$ cat src/acq_pkg.sv
package acq_pkg;

    // lane geometry of the sample streams
    localparam int SAMPLE_WIDTH          = 16;
    localparam int SAMPLES_PER_CLK       = 8;
    localparam int LGAIN_SAMPLES_PER_CLK = 2;

    // adc codes sit left-justified in each 16-bit lane
    localparam int ADC_RESOLUTION = 14;

    // tag at the head of each half of a combined word
    localparam logic [SAMPLE_WIDTH-1:0] COMBINED_MARKER = 16'hCC00;

    // info byte bit that marks the normal format
    localparam int INFO_NORMAL_BIT = 4;

    typedef logic [SAMPLE_WIDTH-1:0]                         sample_t;
    typedef logic [SAMPLES_PER_CLK*SAMPLE_WIDTH-1:0]         rfdc_data_t;
    typedef logic [LGAIN_SAMPLES_PER_CLK*SAMPLE_WIDTH-1:0]   lgain_data_t;
    typedef logic [47:0]                                     timestamp_t;
    typedef logic [7:0]                                      trig_info_t;

    // rising threshold in the upper half, falling threshold in the lower half
    typedef logic [2*SAMPLE_WIDTH-1:0]                       trig_config_t;

    // data, info, timestamp, config from msb down
    typedef logic [$bits(rfdc_data_t)+$bits(trig_info_t)
                   +$bits(timestamp_t)+$bits(trig_config_t)-1:0] event_word_t;

    typedef logic [31:0]                                     charge_t;

    typedef enum logic [1:0] {
        HOLDOFF,
        ARMED,
        FIRED,
        STOPPED
    } core_state_t;

endpackage

$ cat src/acq_channel.sv
module acq_channel #(
    parameter int MAX_PRE_LEN  = 4,
    parameter int MAX_POST_LEN = 4
) (
    input  logic                          ACLK,
    input  logic                          ARESET,
    input  logic                          set_config,
    input  logic                          stop,
    input  logic                          acquire_mode,
    input  acq_pkg::rfdc_data_t           h_data,
    input  logic                          h_valid,
    input  acq_pkg::lgain_data_t          l_data,
    input  logic                          l_valid,
    input  acq_pkg::rfdc_data_t           dsp_data,
    input  logic                          dsp_valid,
    input  acq_pkg::timestamp_t           timestamp,
    input  acq_pkg::sample_t              rising_threshold,
    input  acq_pkg::sample_t              falling_threshold,
    input  acq_pkg::sample_t              h_baseline,
    input  acq_pkg::sample_t              l_baseline,
    input  logic [$clog2(MAX_PRE_LEN):0]  pre_len,
    input  logic [$clog2(MAX_POST_LEN):0] post_len,
    output acq_pkg::event_word_t          event_data,
    output logic                          event_valid,
    output acq_pkg::charge_t              charge,
    output logic                          charge_valid
);
    import acq_pkg::*;

    // high-gain copy aligned with the event words
    rfdc_data_t h_gain_data;

    data_trigger #(
        .MAX_PRE_LEN  (MAX_PRE_LEN),
        .MAX_POST_LEN (MAX_POST_LEN)
    ) data_trigger_inst (
        .*
    );

    charge_sum charge_sum_inst (
        .ACLK         (ACLK),
        .ARESET       (ARESET),
        .h_gain_data  (h_gain_data),
        .event_valid  (event_valid),
        .charge       (charge),
        .charge_valid (charge_valid)
    );

endmodule

$ cat src/charge_sum.sv
module charge_sum (
    input  logic                ACLK,
    input  logic                ARESET,
    input  acq_pkg::rfdc_data_t h_gain_data,
    input  logic                event_valid,
    output acq_pkg::charge_t    charge,
    output logic                charge_valid
);
    import acq_pkg::*;

    localparam int L1_N = SAMPLES_PER_CLK / 2;
    localparam int L2_N = SAMPLES_PER_CLK / 4;

    logic signed [SAMPLE_WIDTH:0]   sum_l1 [L1_N];
    logic signed [SAMPLE_WIDTH+1:0] sum_l2 [L2_N];
    logic signed [SAMPLE_WIDTH+2:0] word_sum;
    charge_t                        acc;
    logic                           valid_q;

    // adder tree, each level one bit wider than the one below
    always_comb begin
        for (int i = 0; i < L1_N; i++) begin
            sum_l1[i] = $signed(h_gain_data[(2*i)*SAMPLE_WIDTH +: SAMPLE_WIDTH])
                      + $signed(h_gain_data[(2*i+1)*SAMPLE_WIDTH +: SAMPLE_WIDTH]);
        end
        for (int i = 0; i < L2_N; i++) begin
            sum_l2[i] = sum_l1[2*i] + sum_l1[2*i+1];
        end
        word_sum = sum_l2[0] + sum_l2[1];
    end

    // accumulator restarts on the first valid word of a window
    always_ff @(posedge ACLK) begin
        if (ARESET) begin
            valid_q      <= 1'b0;
            charge_valid <= 1'b0;
            acc          <= '0;
        end else begin
            valid_q      <= event_valid;
            charge_valid <= valid_q & ~event_valid;
            if (event_valid) begin
                acc <= (valid_q ? acc : '0) + charge_t'(word_sum);
            end
        end
    end

    // total is latched in the first cycle after the window
    always_ff @(posedge ACLK) begin
        if (valid_q && !event_valid) begin
            charge <= acc;
        end
    end

endmodule

$ cat src/data_trigger.sv
module data_trigger #(
    parameter int MAX_PRE_LEN  = 4,
    parameter int MAX_POST_LEN = 4
) (
    input  logic                          ACLK,
    input  logic                          ARESET,
    input  logic                          set_config,
    input  logic                          stop,
    input  logic                          acquire_mode,
    input  acq_pkg::rfdc_data_t           h_data,
    input  logic                          h_valid,
    input  acq_pkg::lgain_data_t          l_data,
    input  logic                          l_valid,
    input  acq_pkg::rfdc_data_t           dsp_data,
    input  logic                          dsp_valid,
    input  acq_pkg::timestamp_t           timestamp,
    input  acq_pkg::sample_t              rising_threshold,
    input  acq_pkg::sample_t              falling_threshold,
    input  acq_pkg::sample_t              h_baseline,
    input  acq_pkg::sample_t              l_baseline,
    input  logic [$clog2(MAX_PRE_LEN):0]  pre_len,
    input  logic [$clog2(MAX_POST_LEN):0] post_len,
    output acq_pkg::event_word_t          event_data,
    output logic                          event_valid,
    output acq_pkg::rfdc_data_t           h_gain_data
);
    import acq_pkg::*;

    localparam int PRE_W         = $clog2(MAX_PRE_LEN) + 1;
    localparam int POST_W        = $clog2(MAX_POST_LEN) + 1;
    // latency of trigger_core from input word to its trigger decision
    localparam int CORE_DATA_LAT = 3;
    localparam int CORE_CLR_LAT  = 2;
    localparam int SAT_DW        = $clog2(MAX_PRE_LEN + 1);
    localparam int CLR_DW        = $clog2(MAX_PRE_LEN + CORE_CLR_LAT + 1);
    localparam int DATA_DW       = $clog2(MAX_PRE_LEN + CORE_DATA_LAT + 1);
    localparam int HALF_W        = $bits(rfdc_data_t) / LGAIN_SAMPLES_PER_CLK;

    logic              cfg_acquire_mode;
    logic [PRE_W-1:0]  cfg_pre_len;
    logic [POST_W-1:0] cfg_post_len;
    sample_t           cfg_rising;
    sample_t           cfg_falling;
    sample_t           cfg_h_baseline;
    sample_t           cfg_l_baseline;
    trig_config_t      trig_config;

    always_ff @(posedge ACLK) begin
        if (ARESET) begin
            cfg_acquire_mode <= 1'b0;
            cfg_pre_len      <= PRE_W'(1);
            cfg_post_len     <= POST_W'(1);
            cfg_rising       <= sample_t'(1024);
            cfg_falling      <= sample_t'(1024);
            cfg_h_baseline   <= sample_t'(-1024);
            cfg_l_baseline   <= sample_t'(128);
        end else if (set_config) begin
            cfg_acquire_mode <= acquire_mode;
            cfg_pre_len      <= pre_len;
            cfg_post_len     <= post_len;
            cfg_rising       <= rising_threshold;
            cfg_falling      <= falling_threshold;
            cfg_h_baseline   <= h_baseline;
            cfg_l_baseline   <= l_baseline;
        end
    end

    assign trig_config = {cfg_rising, cfg_falling};

    sample_t    h_sub    [SAMPLES_PER_CLK];
    sample_t    pair_avg [SAMPLES_PER_CLK/2];
    rfdc_data_t normal_word;
    rfdc_data_t combined_word;

    // normal format, one sign-extended baseline-subtracted code per lane
    for (genvar i = 0; i < SAMPLES_PER_CLK; i++) begin : g_hgain
        logic [ADC_RESOLUTION-1:0] code;
        sample_t                   code_ext;
        assign code     = h_data[i*SAMPLE_WIDTH+SAMPLE_WIDTH-ADC_RESOLUTION +: ADC_RESOLUTION];
        assign code_ext = {{(SAMPLE_WIDTH-ADC_RESOLUTION){code[ADC_RESOLUTION-1]}}, code};
        assign h_sub[i] = code_ext - cfg_h_baseline;
        assign normal_word[i*SAMPLE_WIDTH +: SAMPLE_WIDTH] = h_sub[i];
    end

    // averages of adjacent pairs, summed one bit wider so nothing overflows
    for (genvar i = 0; i < SAMPLES_PER_CLK/2; i++) begin : g_pair
        logic [SAMPLE_WIDTH:0] pair_sum;
        assign pair_sum    = {h_sub[2*i][SAMPLE_WIDTH-1], h_sub[2*i]}
                           + {h_sub[2*i+1][SAMPLE_WIDTH-1], h_sub[2*i+1]};
        assign pair_avg[i] = pair_sum[SAMPLE_WIDTH:1];
    end

    // each combined half carries one low-gain sample
    for (genvar i = 0; i < LGAIN_SAMPLES_PER_CLK; i++) begin : g_lgain
        sample_t l_sub;
        assign l_sub = l_data[i*SAMPLE_WIDTH +: SAMPLE_WIDTH] - cfg_l_baseline;
        assign combined_word[i*HALF_W +: HALF_W] =
            {COMBINED_MARKER, pair_avg[2*i+1], pair_avg[2*i], l_sub};
    end

    logic [SAT_DW-1:0]  sat_delay_len;
    logic [CLR_DW-1:0]  clr_delay_len;
    logic [DATA_DW-1:0] data_delay_len;
    logic               core_trigger;
    logic               core_saturated;
    logic               sat_delayed;
    logic               ext_areset;
    logic               ext_set_config;
    rfdc_data_t         normal_delayed;
    rfdc_data_t         combined_delayed;
    timestamp_t         ts_delayed;
    logic               use_combined;
    trig_info_t         info;

    assign sat_delay_len  = SAT_DW'(cfg_pre_len);
    assign clr_delay_len  = CLR_DW'(cfg_pre_len) + CLR_DW'(CORE_CLR_LAT);
    assign data_delay_len = DATA_DW'(cfg_pre_len) + DATA_DW'(CORE_DATA_LAT);

    variable_shiftreg_delay #(.DATA_WIDTH(1), .MAX_DELAY(MAX_PRE_LEN)) sat_delay_inst (
        .ACLK(ACLK), .din(core_saturated), .delay(sat_delay_len), .dout(sat_delayed)
    );

    // the core is cleared again once the pre-window delay lines are full
    variable_shiftreg_delay #(.DATA_WIDTH(2), .MAX_DELAY(MAX_PRE_LEN+CORE_CLR_LAT)) clr_delay_inst (
        .ACLK(ACLK), .din({ARESET, set_config}), .delay(clr_delay_len),
        .dout({ext_areset, ext_set_config})
    );

    variable_shiftreg_delay #(
        .DATA_WIDTH($bits(rfdc_data_t)), .MAX_DELAY(MAX_PRE_LEN+CORE_DATA_LAT)
    ) normal_delay_inst (
        .ACLK(ACLK), .din(normal_word), .delay(data_delay_len), .dout(normal_delayed)
    );

    variable_shiftreg_delay #(
        .DATA_WIDTH($bits(rfdc_data_t)), .MAX_DELAY(MAX_PRE_LEN+CORE_DATA_LAT)
    ) combined_delay_inst (
        .ACLK(ACLK), .din(combined_word), .delay(data_delay_len), .dout(combined_delayed)
    );

    variable_shiftreg_delay #(
        .DATA_WIDTH($bits(timestamp_t)), .MAX_DELAY(MAX_PRE_LEN+CORE_DATA_LAT)
    ) ts_delay_inst (
        .ACLK(ACLK), .din(timestamp), .delay(data_delay_len), .dout(ts_delayed)
    );

    trigger_core #(.MAX_PRE_LEN(MAX_PRE_LEN), .MAX_POST_LEN(MAX_POST_LEN)) trigger_core_inst (
        .ACLK              (ACLK),
        .ARESET            (ARESET | ext_areset),
        .set_config        (set_config | ext_set_config),
        .stop              (stop),
        .dsp_data          (dsp_data),
        .h_data            (h_data),
        .stream_valid      (h_valid & l_valid & dsp_valid),
        .rising_threshold  (cfg_rising),
        .falling_threshold (cfg_falling),
        .pre_len           (cfg_pre_len),
        .post_len          (cfg_post_len),
        .trigger           (core_trigger),
        .saturated         (core_saturated)
    );

    // format select
    assign use_combined = cfg_acquire_mode | sat_delayed;

    always_comb begin
        info                  = '0;
        info[INFO_NORMAL_BIT] = ~use_combined;
    end

    always_ff @(posedge ACLK) begin
        if (ARESET || set_config) begin
            event_data  <= '1;
            event_valid <= 1'b0;
        end else begin
            event_data  <= {use_combined ? combined_delayed : normal_delayed,
                            info, ts_delayed, trig_config};
            event_valid <= core_trigger;
        end
    end

    // copy for charge_sum, aligned with event_data
    always_ff @(posedge ACLK) begin
        h_gain_data <= normal_delayed;
    end

endmodule

$ cat src/trigger_core.sv
module trigger_core #(
    parameter int MAX_PRE_LEN  = 4,
    parameter int MAX_POST_LEN = 4
) (
    input  logic                          ACLK,
    input  logic                          ARESET,
    input  logic                          set_config,
    input  logic                          stop,
    input  acq_pkg::rfdc_data_t           dsp_data,
    input  acq_pkg::rfdc_data_t           h_data,
    input  logic                          stream_valid,
    input  acq_pkg::sample_t              rising_threshold,
    input  acq_pkg::sample_t              falling_threshold,
    input  logic [$clog2(MAX_PRE_LEN):0]  pre_len,
    input  logic [$clog2(MAX_POST_LEN):0] post_len,
    output logic                          trigger,
    output logic                          saturated
);
    import acq_pkg::*;

    localparam int CNT_W = $clog2(MAX_PRE_LEN + MAX_POST_LEN + 2);
    localparam logic [ADC_RESOLUTION-1:0] CODE_POS_FS = {1'b0, {(ADC_RESOLUTION-1){1'b1}}};
    localparam logic [ADC_RESOLUTION-1:0] CODE_NEG_FS = {1'b1, {(ADC_RESOLUTION-1){1'b0}}};

    core_state_t      state;
    logic             any_rise;
    logic             all_below;
    logic             any_full_scale;
    logic             valid_q;
    logic             rise_q;
    logic             below_q;
    logic             sat_cmp_q;
    logic             hit_q;
    logic             sat_hit_q;
    logic [CNT_W-1:0] window_len;
    logic [CNT_W-1:0] window_cnt;

    // per-word comparison of all lanes
    always_comb begin
        sample_t                   dsp_s;
        logic [ADC_RESOLUTION-1:0] h_code;
        any_rise       = 1'b0;
        all_below      = 1'b1;
        any_full_scale = 1'b0;
        for (int i = 0; i < SAMPLES_PER_CLK; i++) begin
            dsp_s  = dsp_data[i*SAMPLE_WIDTH +: SAMPLE_WIDTH];
            h_code = h_data[i*SAMPLE_WIDTH+SAMPLE_WIDTH-ADC_RESOLUTION +: ADC_RESOLUTION];
            if ($signed(dsp_s) >= $signed(rising_threshold)) begin
                any_rise = 1'b1;
            end
            if ($signed(dsp_s) >= $signed(falling_threshold)) begin
                all_below = 1'b0;
            end
            if (h_code == CODE_POS_FS || h_code == CODE_NEG_FS) begin
                any_full_scale = 1'b1;
            end
        end
    end

    // compare stage, then hit stage, then the registered saturation flag
    always_ff @(posedge ACLK) begin
        rise_q    <= any_rise;
        below_q   <= all_below;
        sat_cmp_q <= any_full_scale;
        sat_hit_q <= sat_cmp_q;
        saturated <= sat_hit_q;
    end

    always_ff @(posedge ACLK) begin
        if (ARESET || set_config) begin
            valid_q <= 1'b0;
            hit_q   <= 1'b0;
        end else begin
            valid_q <= stream_valid;
            hit_q   <= valid_q && rise_q && state == ARMED && !stop;
        end
    end

    // holdoff waits for a quiet word so a level already above threshold does not fire
    always_ff @(posedge ACLK) begin
        if (ARESET || set_config) begin
            state <= HOLDOFF;
        end else if (stop) begin
            state <= STOPPED;
        end else if (valid_q) begin
            case (state)
                HOLDOFF: begin
                    if (below_q) state <= ARMED;
                end
                ARMED: begin
                    if (rise_q) state <= FIRED;
                end
                FIRED: begin
                    // re-arm only once every lane has dropped below the falling threshold
                    if (below_q) state <= ARMED;
                end
                default: begin
                    state <= STOPPED;
                end
            endcase
        end
    end

    // window covers pre words before the hit, the hit itself and post words after
    assign window_len = CNT_W'(pre_len) + CNT_W'(post_len) + CNT_W'(1);

    always_ff @(posedge ACLK) begin
        if (ARESET || set_config) begin
            window_cnt <= '0;
        end else if (hit_q) begin
            window_cnt <= window_len;
        end else if (window_cnt != '0) begin
            window_cnt <= window_cnt - 1'b1;
        end
    end

    assign trigger = (window_cnt != '0);

endmodule

$ cat src/variable_shiftreg_delay.sv
module variable_shiftreg_delay #(
    parameter int DATA_WIDTH = 1,
    parameter int MAX_DELAY  = 4
) (
    input  logic                           ACLK,
    input  logic [DATA_WIDTH-1:0]          din,
    input  logic [$clog2(MAX_DELAY+1)-1:0] delay,
    output logic [DATA_WIDTH-1:0]          dout
);

    // stage i holds the input of i+1 cycles ago
    logic [DATA_WIDTH-1:0] stages [MAX_DELAY];

    always_ff @(posedge ACLK) begin
        stages[0] <= din;
        for (int i = 1; i < MAX_DELAY; i++) begin
            stages[i] <= stages[i-1];
        end
    end

    // zero delay bypasses the chain, anything past the end takes the last stage
    always_comb begin
        if (delay == '0) begin
            dout = din;
        end else if (delay > MAX_DELAY) begin
            dout = stages[MAX_DELAY-1];
        end else begin
            dout = stages[delay-1];
        end
    end

endmodule
$ cat config.mk
export PLATFORM = sky130hd
export DESIGN_NAME = acq_channel
export DESIGN_NICKNAME = d
export VERILOG_FILES = /design/src/acq_pkg.sv /design/src/acq_channel.sv /design/src/charge_sum.sv /design/src/data_trigger.sv /design/src/trigger_core.sv /design/src/variable_shiftreg_delay.sv
export SDC_FILE = /design/constraint.sdc
export NUM_CORES = 2
export LEC_CHECK = 0
export ABC_CLOCK_PERIOD_IN_PS = 20400
export BUFFER_PORTS_ARGS = -buffer_cell sky130_fd_sc_hd__buf_2
export CAP_MARGIN = 25
export CORE_MARGIN = 2
export CORE_UTILIZATION = 25
export DETAILED_ROUTE_END_ITERATION = 8
export PLACE_DENSITY_LB_ADDON = 0.12
export SYNTH_ARGS = -nofsm -noshare
export SYNTH_HDL_FRONTEND = slang
export SYNTH_SLANG_ARGS = --single-unit
$ cat constraint.sdc
create_clock -name ACLK -period 20.4 [get_ports ACLK]
set_clock_uncertainty 0.15 [all_clocks]
set_input_delay 4.08 -clock ACLK [delete_from_list [all_inputs] [get_ports ACLK]]
set_output_delay 4.08 -clock ACLK [all_outputs]
set_load 0.01 [all_outputs]
==> metrics <==
status completed; routed length per instance 23.36 um; Initial Util 25.06%; Via density 4.596; Final min period 8.692 ns; Clk Tree Root Cell clkbuf_16; post-CTS setup buffers 0; flop2flop setup slack 12.34 ns; max incr delay on CP 0.78 ns; Syn Inst Count 8173; Buf/Inv on CP 3; largest net degree at the start of global routing 139; critical path arrival 9.23 ns; critical path type input port to register; Post-DP HPWL 243000 um; Synth Area per Inst 11.39 um2; clk_lat worst skew 0.90 ns; Global Route Usage Sum 16.88%; period utilisation layout 42.61%; clock buffer depth 4; Fill cells 37940; register area 48550 um2; clock sinks 2409; final cell count without fillers 14060; final hold vios 0; DRC 0; worst-margin pin slew 1.127 ns; Min-Delay Startpoint data_trigger_inst.ts_delay_inst.stages[0][10]; I/O Buffers 647; io pins 664; Via Count 64590; Post-synth EDFFs 32; 1st-iter DRT viols 3125; syn nets 9232; Rows 224; CTS buffer count 289; Tightest Hold Check Type register to register; drt first pass iters 5; maxcap violations 0; hold slack final 0.1526 ns; Rel. slew slack 24.09%; GPL Wtd Cong 0.8553; CTS tree done; multi-input logic area 41450 um2; Slew Limit Fails 0; Seq/Total Area, Yosys 52.16%; critical path, cell by cell buf_2, inv_1, ha_1, inv_1, fa_1, a21o_1, a21oi_1, o21bai_1, a21oi_1, o21ai_1, a21oi_1, o21ai_1, xor2_1, ha_1, and3_1, nand3_1, o31ai_1, o41ai_1, o21a_1, mux2_2, o21ai_1, nand3_1; Reg clk slew, reported paths 0.06 ns; first-pass GRT wire length 469400 um; CTS resizes 0; core region area 371400 um2; FF-to-FF Start data_trigger_inst.h_gain_data[68]; Final setup viols 0; Area Growth Syn to Fin 20.09%; vias in the first global route 65460; data required time at the worst endpoint 20.94 ns; crit path capture type register; worst-path fanout max 4; RSZ-0062 raised after global routing no; critical path launch point h_data[66]; setup_tns 0 ns; initial antenna violation count 159; Inst Count DP 13480; CTS Hold Bufs 0; Synth Warn # 0; Top Family by Delay on Critical Path compound AO/OA/AOI/OAI gates; gr ovfl total 0; Netlist cell types 88; fin nets 9861; top_reg_cell synth dfxtp_1; Setup crit start kind input port; CTS H-tree lvls 5; chip height 614.1 um; fraction of layout cells with a size suffix above 1 16.97%; Detailed Route WL 328300 um; Max Clock Freq 0.1151 GHz; Post-Syn Area 93070 um2; antenna-violating nets left 0; Slowest-stage cell, CP o31ai_1; die width 614.1 um; Post-synth ARST share 0%; Synth Register Bits 2409; DIE AREA 377200 um2
registers in the layout, summed over array words and instances (netlist names), 2 cells and up:
| register | cells |
|---|---|
| data_trigger_inst.sat_delay_inst.stages | 4 |
| charge_sum_inst.acc | 32 |
| data_trigger_inst.cfg_pre_len | 3 |
| data_trigger_inst.trigger_core_inst.state | 2 |
| data_trigger_inst.normal_delay_inst.stages | 896 |
| charge_sum_inst.charge | 32 |
| data_trigger_inst.cfg_l_baseline | 16 |
| data_trigger_inst.cfg_h_baseline | 16 |
| data_trigger_inst.clr_delay_inst.stages | 12 |
| data_trigger_inst.combined_delay_inst.stages | 672 |
| data_trigger_inst.cfg_rising | 16 |
| data_trigger_inst.ts_delay_inst.stages | 336 |
| data_trigger_inst.h_gain_data | 128 |
| data_trigger_inst.cfg_post_len | 3 |
| data_trigger_inst.trigger_core_inst.window_cnt | 4 |
| data_trigger_inst.cfg_falling | 16 |
| data_trigger_inst.event_data | 210 |
kinds of logic after synthesis:
| kind of cell | after synthesis | synth area share (%) |
|---|---|---|
| flip-flops | 2409 | 52.16 |
| AO/OA/AOI/OAI | 1929 | 13.90 |
| AND/OR/NAND/NOR | 1515 | 8.177 |
| buffers and inverters | 801 | 3.391 |
| adder cells (fa/ha/maj) | 645 | 9.599 |
| multiplexers | 644 | 10.61 |
| XOR/XNOR | 230 | 2.165 |
final cells by class:
cell class                 count  area share, %
multi-input combinational   4963          37.09
tap                         4972          5.566
clock buffer                 403          7.450
sequential                  2409          43.44
clock inverter               112          1.290
timing repair buffer         752          3.735
inverter                     387          1.300
antenna                       57         0.1276
placed cells by master, fill, tap and decap left out, types with 156 or more instances in the layout:
cell type  synthesis  layout
nor2_1           403     402
mux4_2           273     273
dfxtp_1         2377    2375
buf_2             98     649
a21oi_1          423     423
ha_1             530     528
clkbuf_16          0     294
mux2i_1          364     364
inv_1            384     383
o21ai_0          156     156
xnor2_1          167     167
a211oi_1         699     699
nor2b_1          341     340
a21o_1           165     165
nand2_1          330     329
path summary, 6_finish.rpt:
kind                            cells past startpoint                                       endpoint
worst max-delay path                               22              data_trigger_inst.event_data[183]
worst min-delay path                                0  data_trigger_inst.ts_delay_inst.stages[1][10]
worst max register to register                     28                        charge_sum_inst.acc[25]
worst min register to register                      0  data_trigger_inst.ts_delay_inst.stages[1][10]
cell usage after synthesis, types with 9 or more instances:
library cell     n  area (um2)
a211o_1          9       78.83
nand2b_1        52       325.3
dfxtp_1       2377       47590
nor2_1         403        1513
nor3b_1         10       75.07
a21oi_1        423        2117
a31oi_1         24       150.1
o31ai_1         14       105.1
o21ai_0        156       780.8
o22ai_1         10       62.56
o21ai_1        131       655.6
xor2_1          63       551.8
and2_1          47       294.0
nand3_1         68       340.3
nand2_1        330        1239
o311ai_1        47       411.6
xnor2_1        167        1463
fa_1           115        2302
nor2b_1        341        2133
nor3_1          45       225.2
o211ai_1        41       307.8
ha_1           530        6631
nand4_1         84       525.5
a21boi_1        15       112.6
buf_2           98       490.5
nor4_1          45       281.5
inv_1          384        1441
clkbuf_1       247       927.1
edfxtp_1        32       960.9
o21a_1          76       570.6
o41ai_1         10       87.58
buf_1           62       232.7
mux2i_1        364        3643
or3_1           17       106.4
and3_1          20       125.1
a21o_1         165        1239
a211oi_1       699        5248
mux4_2         273        6148
o21bai_1        23       172.7
metal layers:
layer	up-vias	part of all wire [%]	GRT usage [%]
li1	30910	-	-
met1	31610	43	21.15
met2	1430	48	28.69
met3	553	5.6	3.525
met4	90	3.6	5.696
met5	-	0.17	0
through the flow:
stage | instance area, um2 | setup WS (ns) | utilization, %
2_1_floorplan | 93070 | 12.44 | -
5_1_grt | 111600 | 11.59 | 30.06
3_5_place_dp | 101700 | 10.90 | 27.40
3_3_place_gp | 101600 | 10.98 | 27.37
4_1_cts | 111500 | 11.84 | 30.03
6_report | 111800 | 11.71 | 30.10
Power is left out: the tool's default activity adds up to more than one toggle a clock period on the data nets, which glitch-free logic cannot reach.
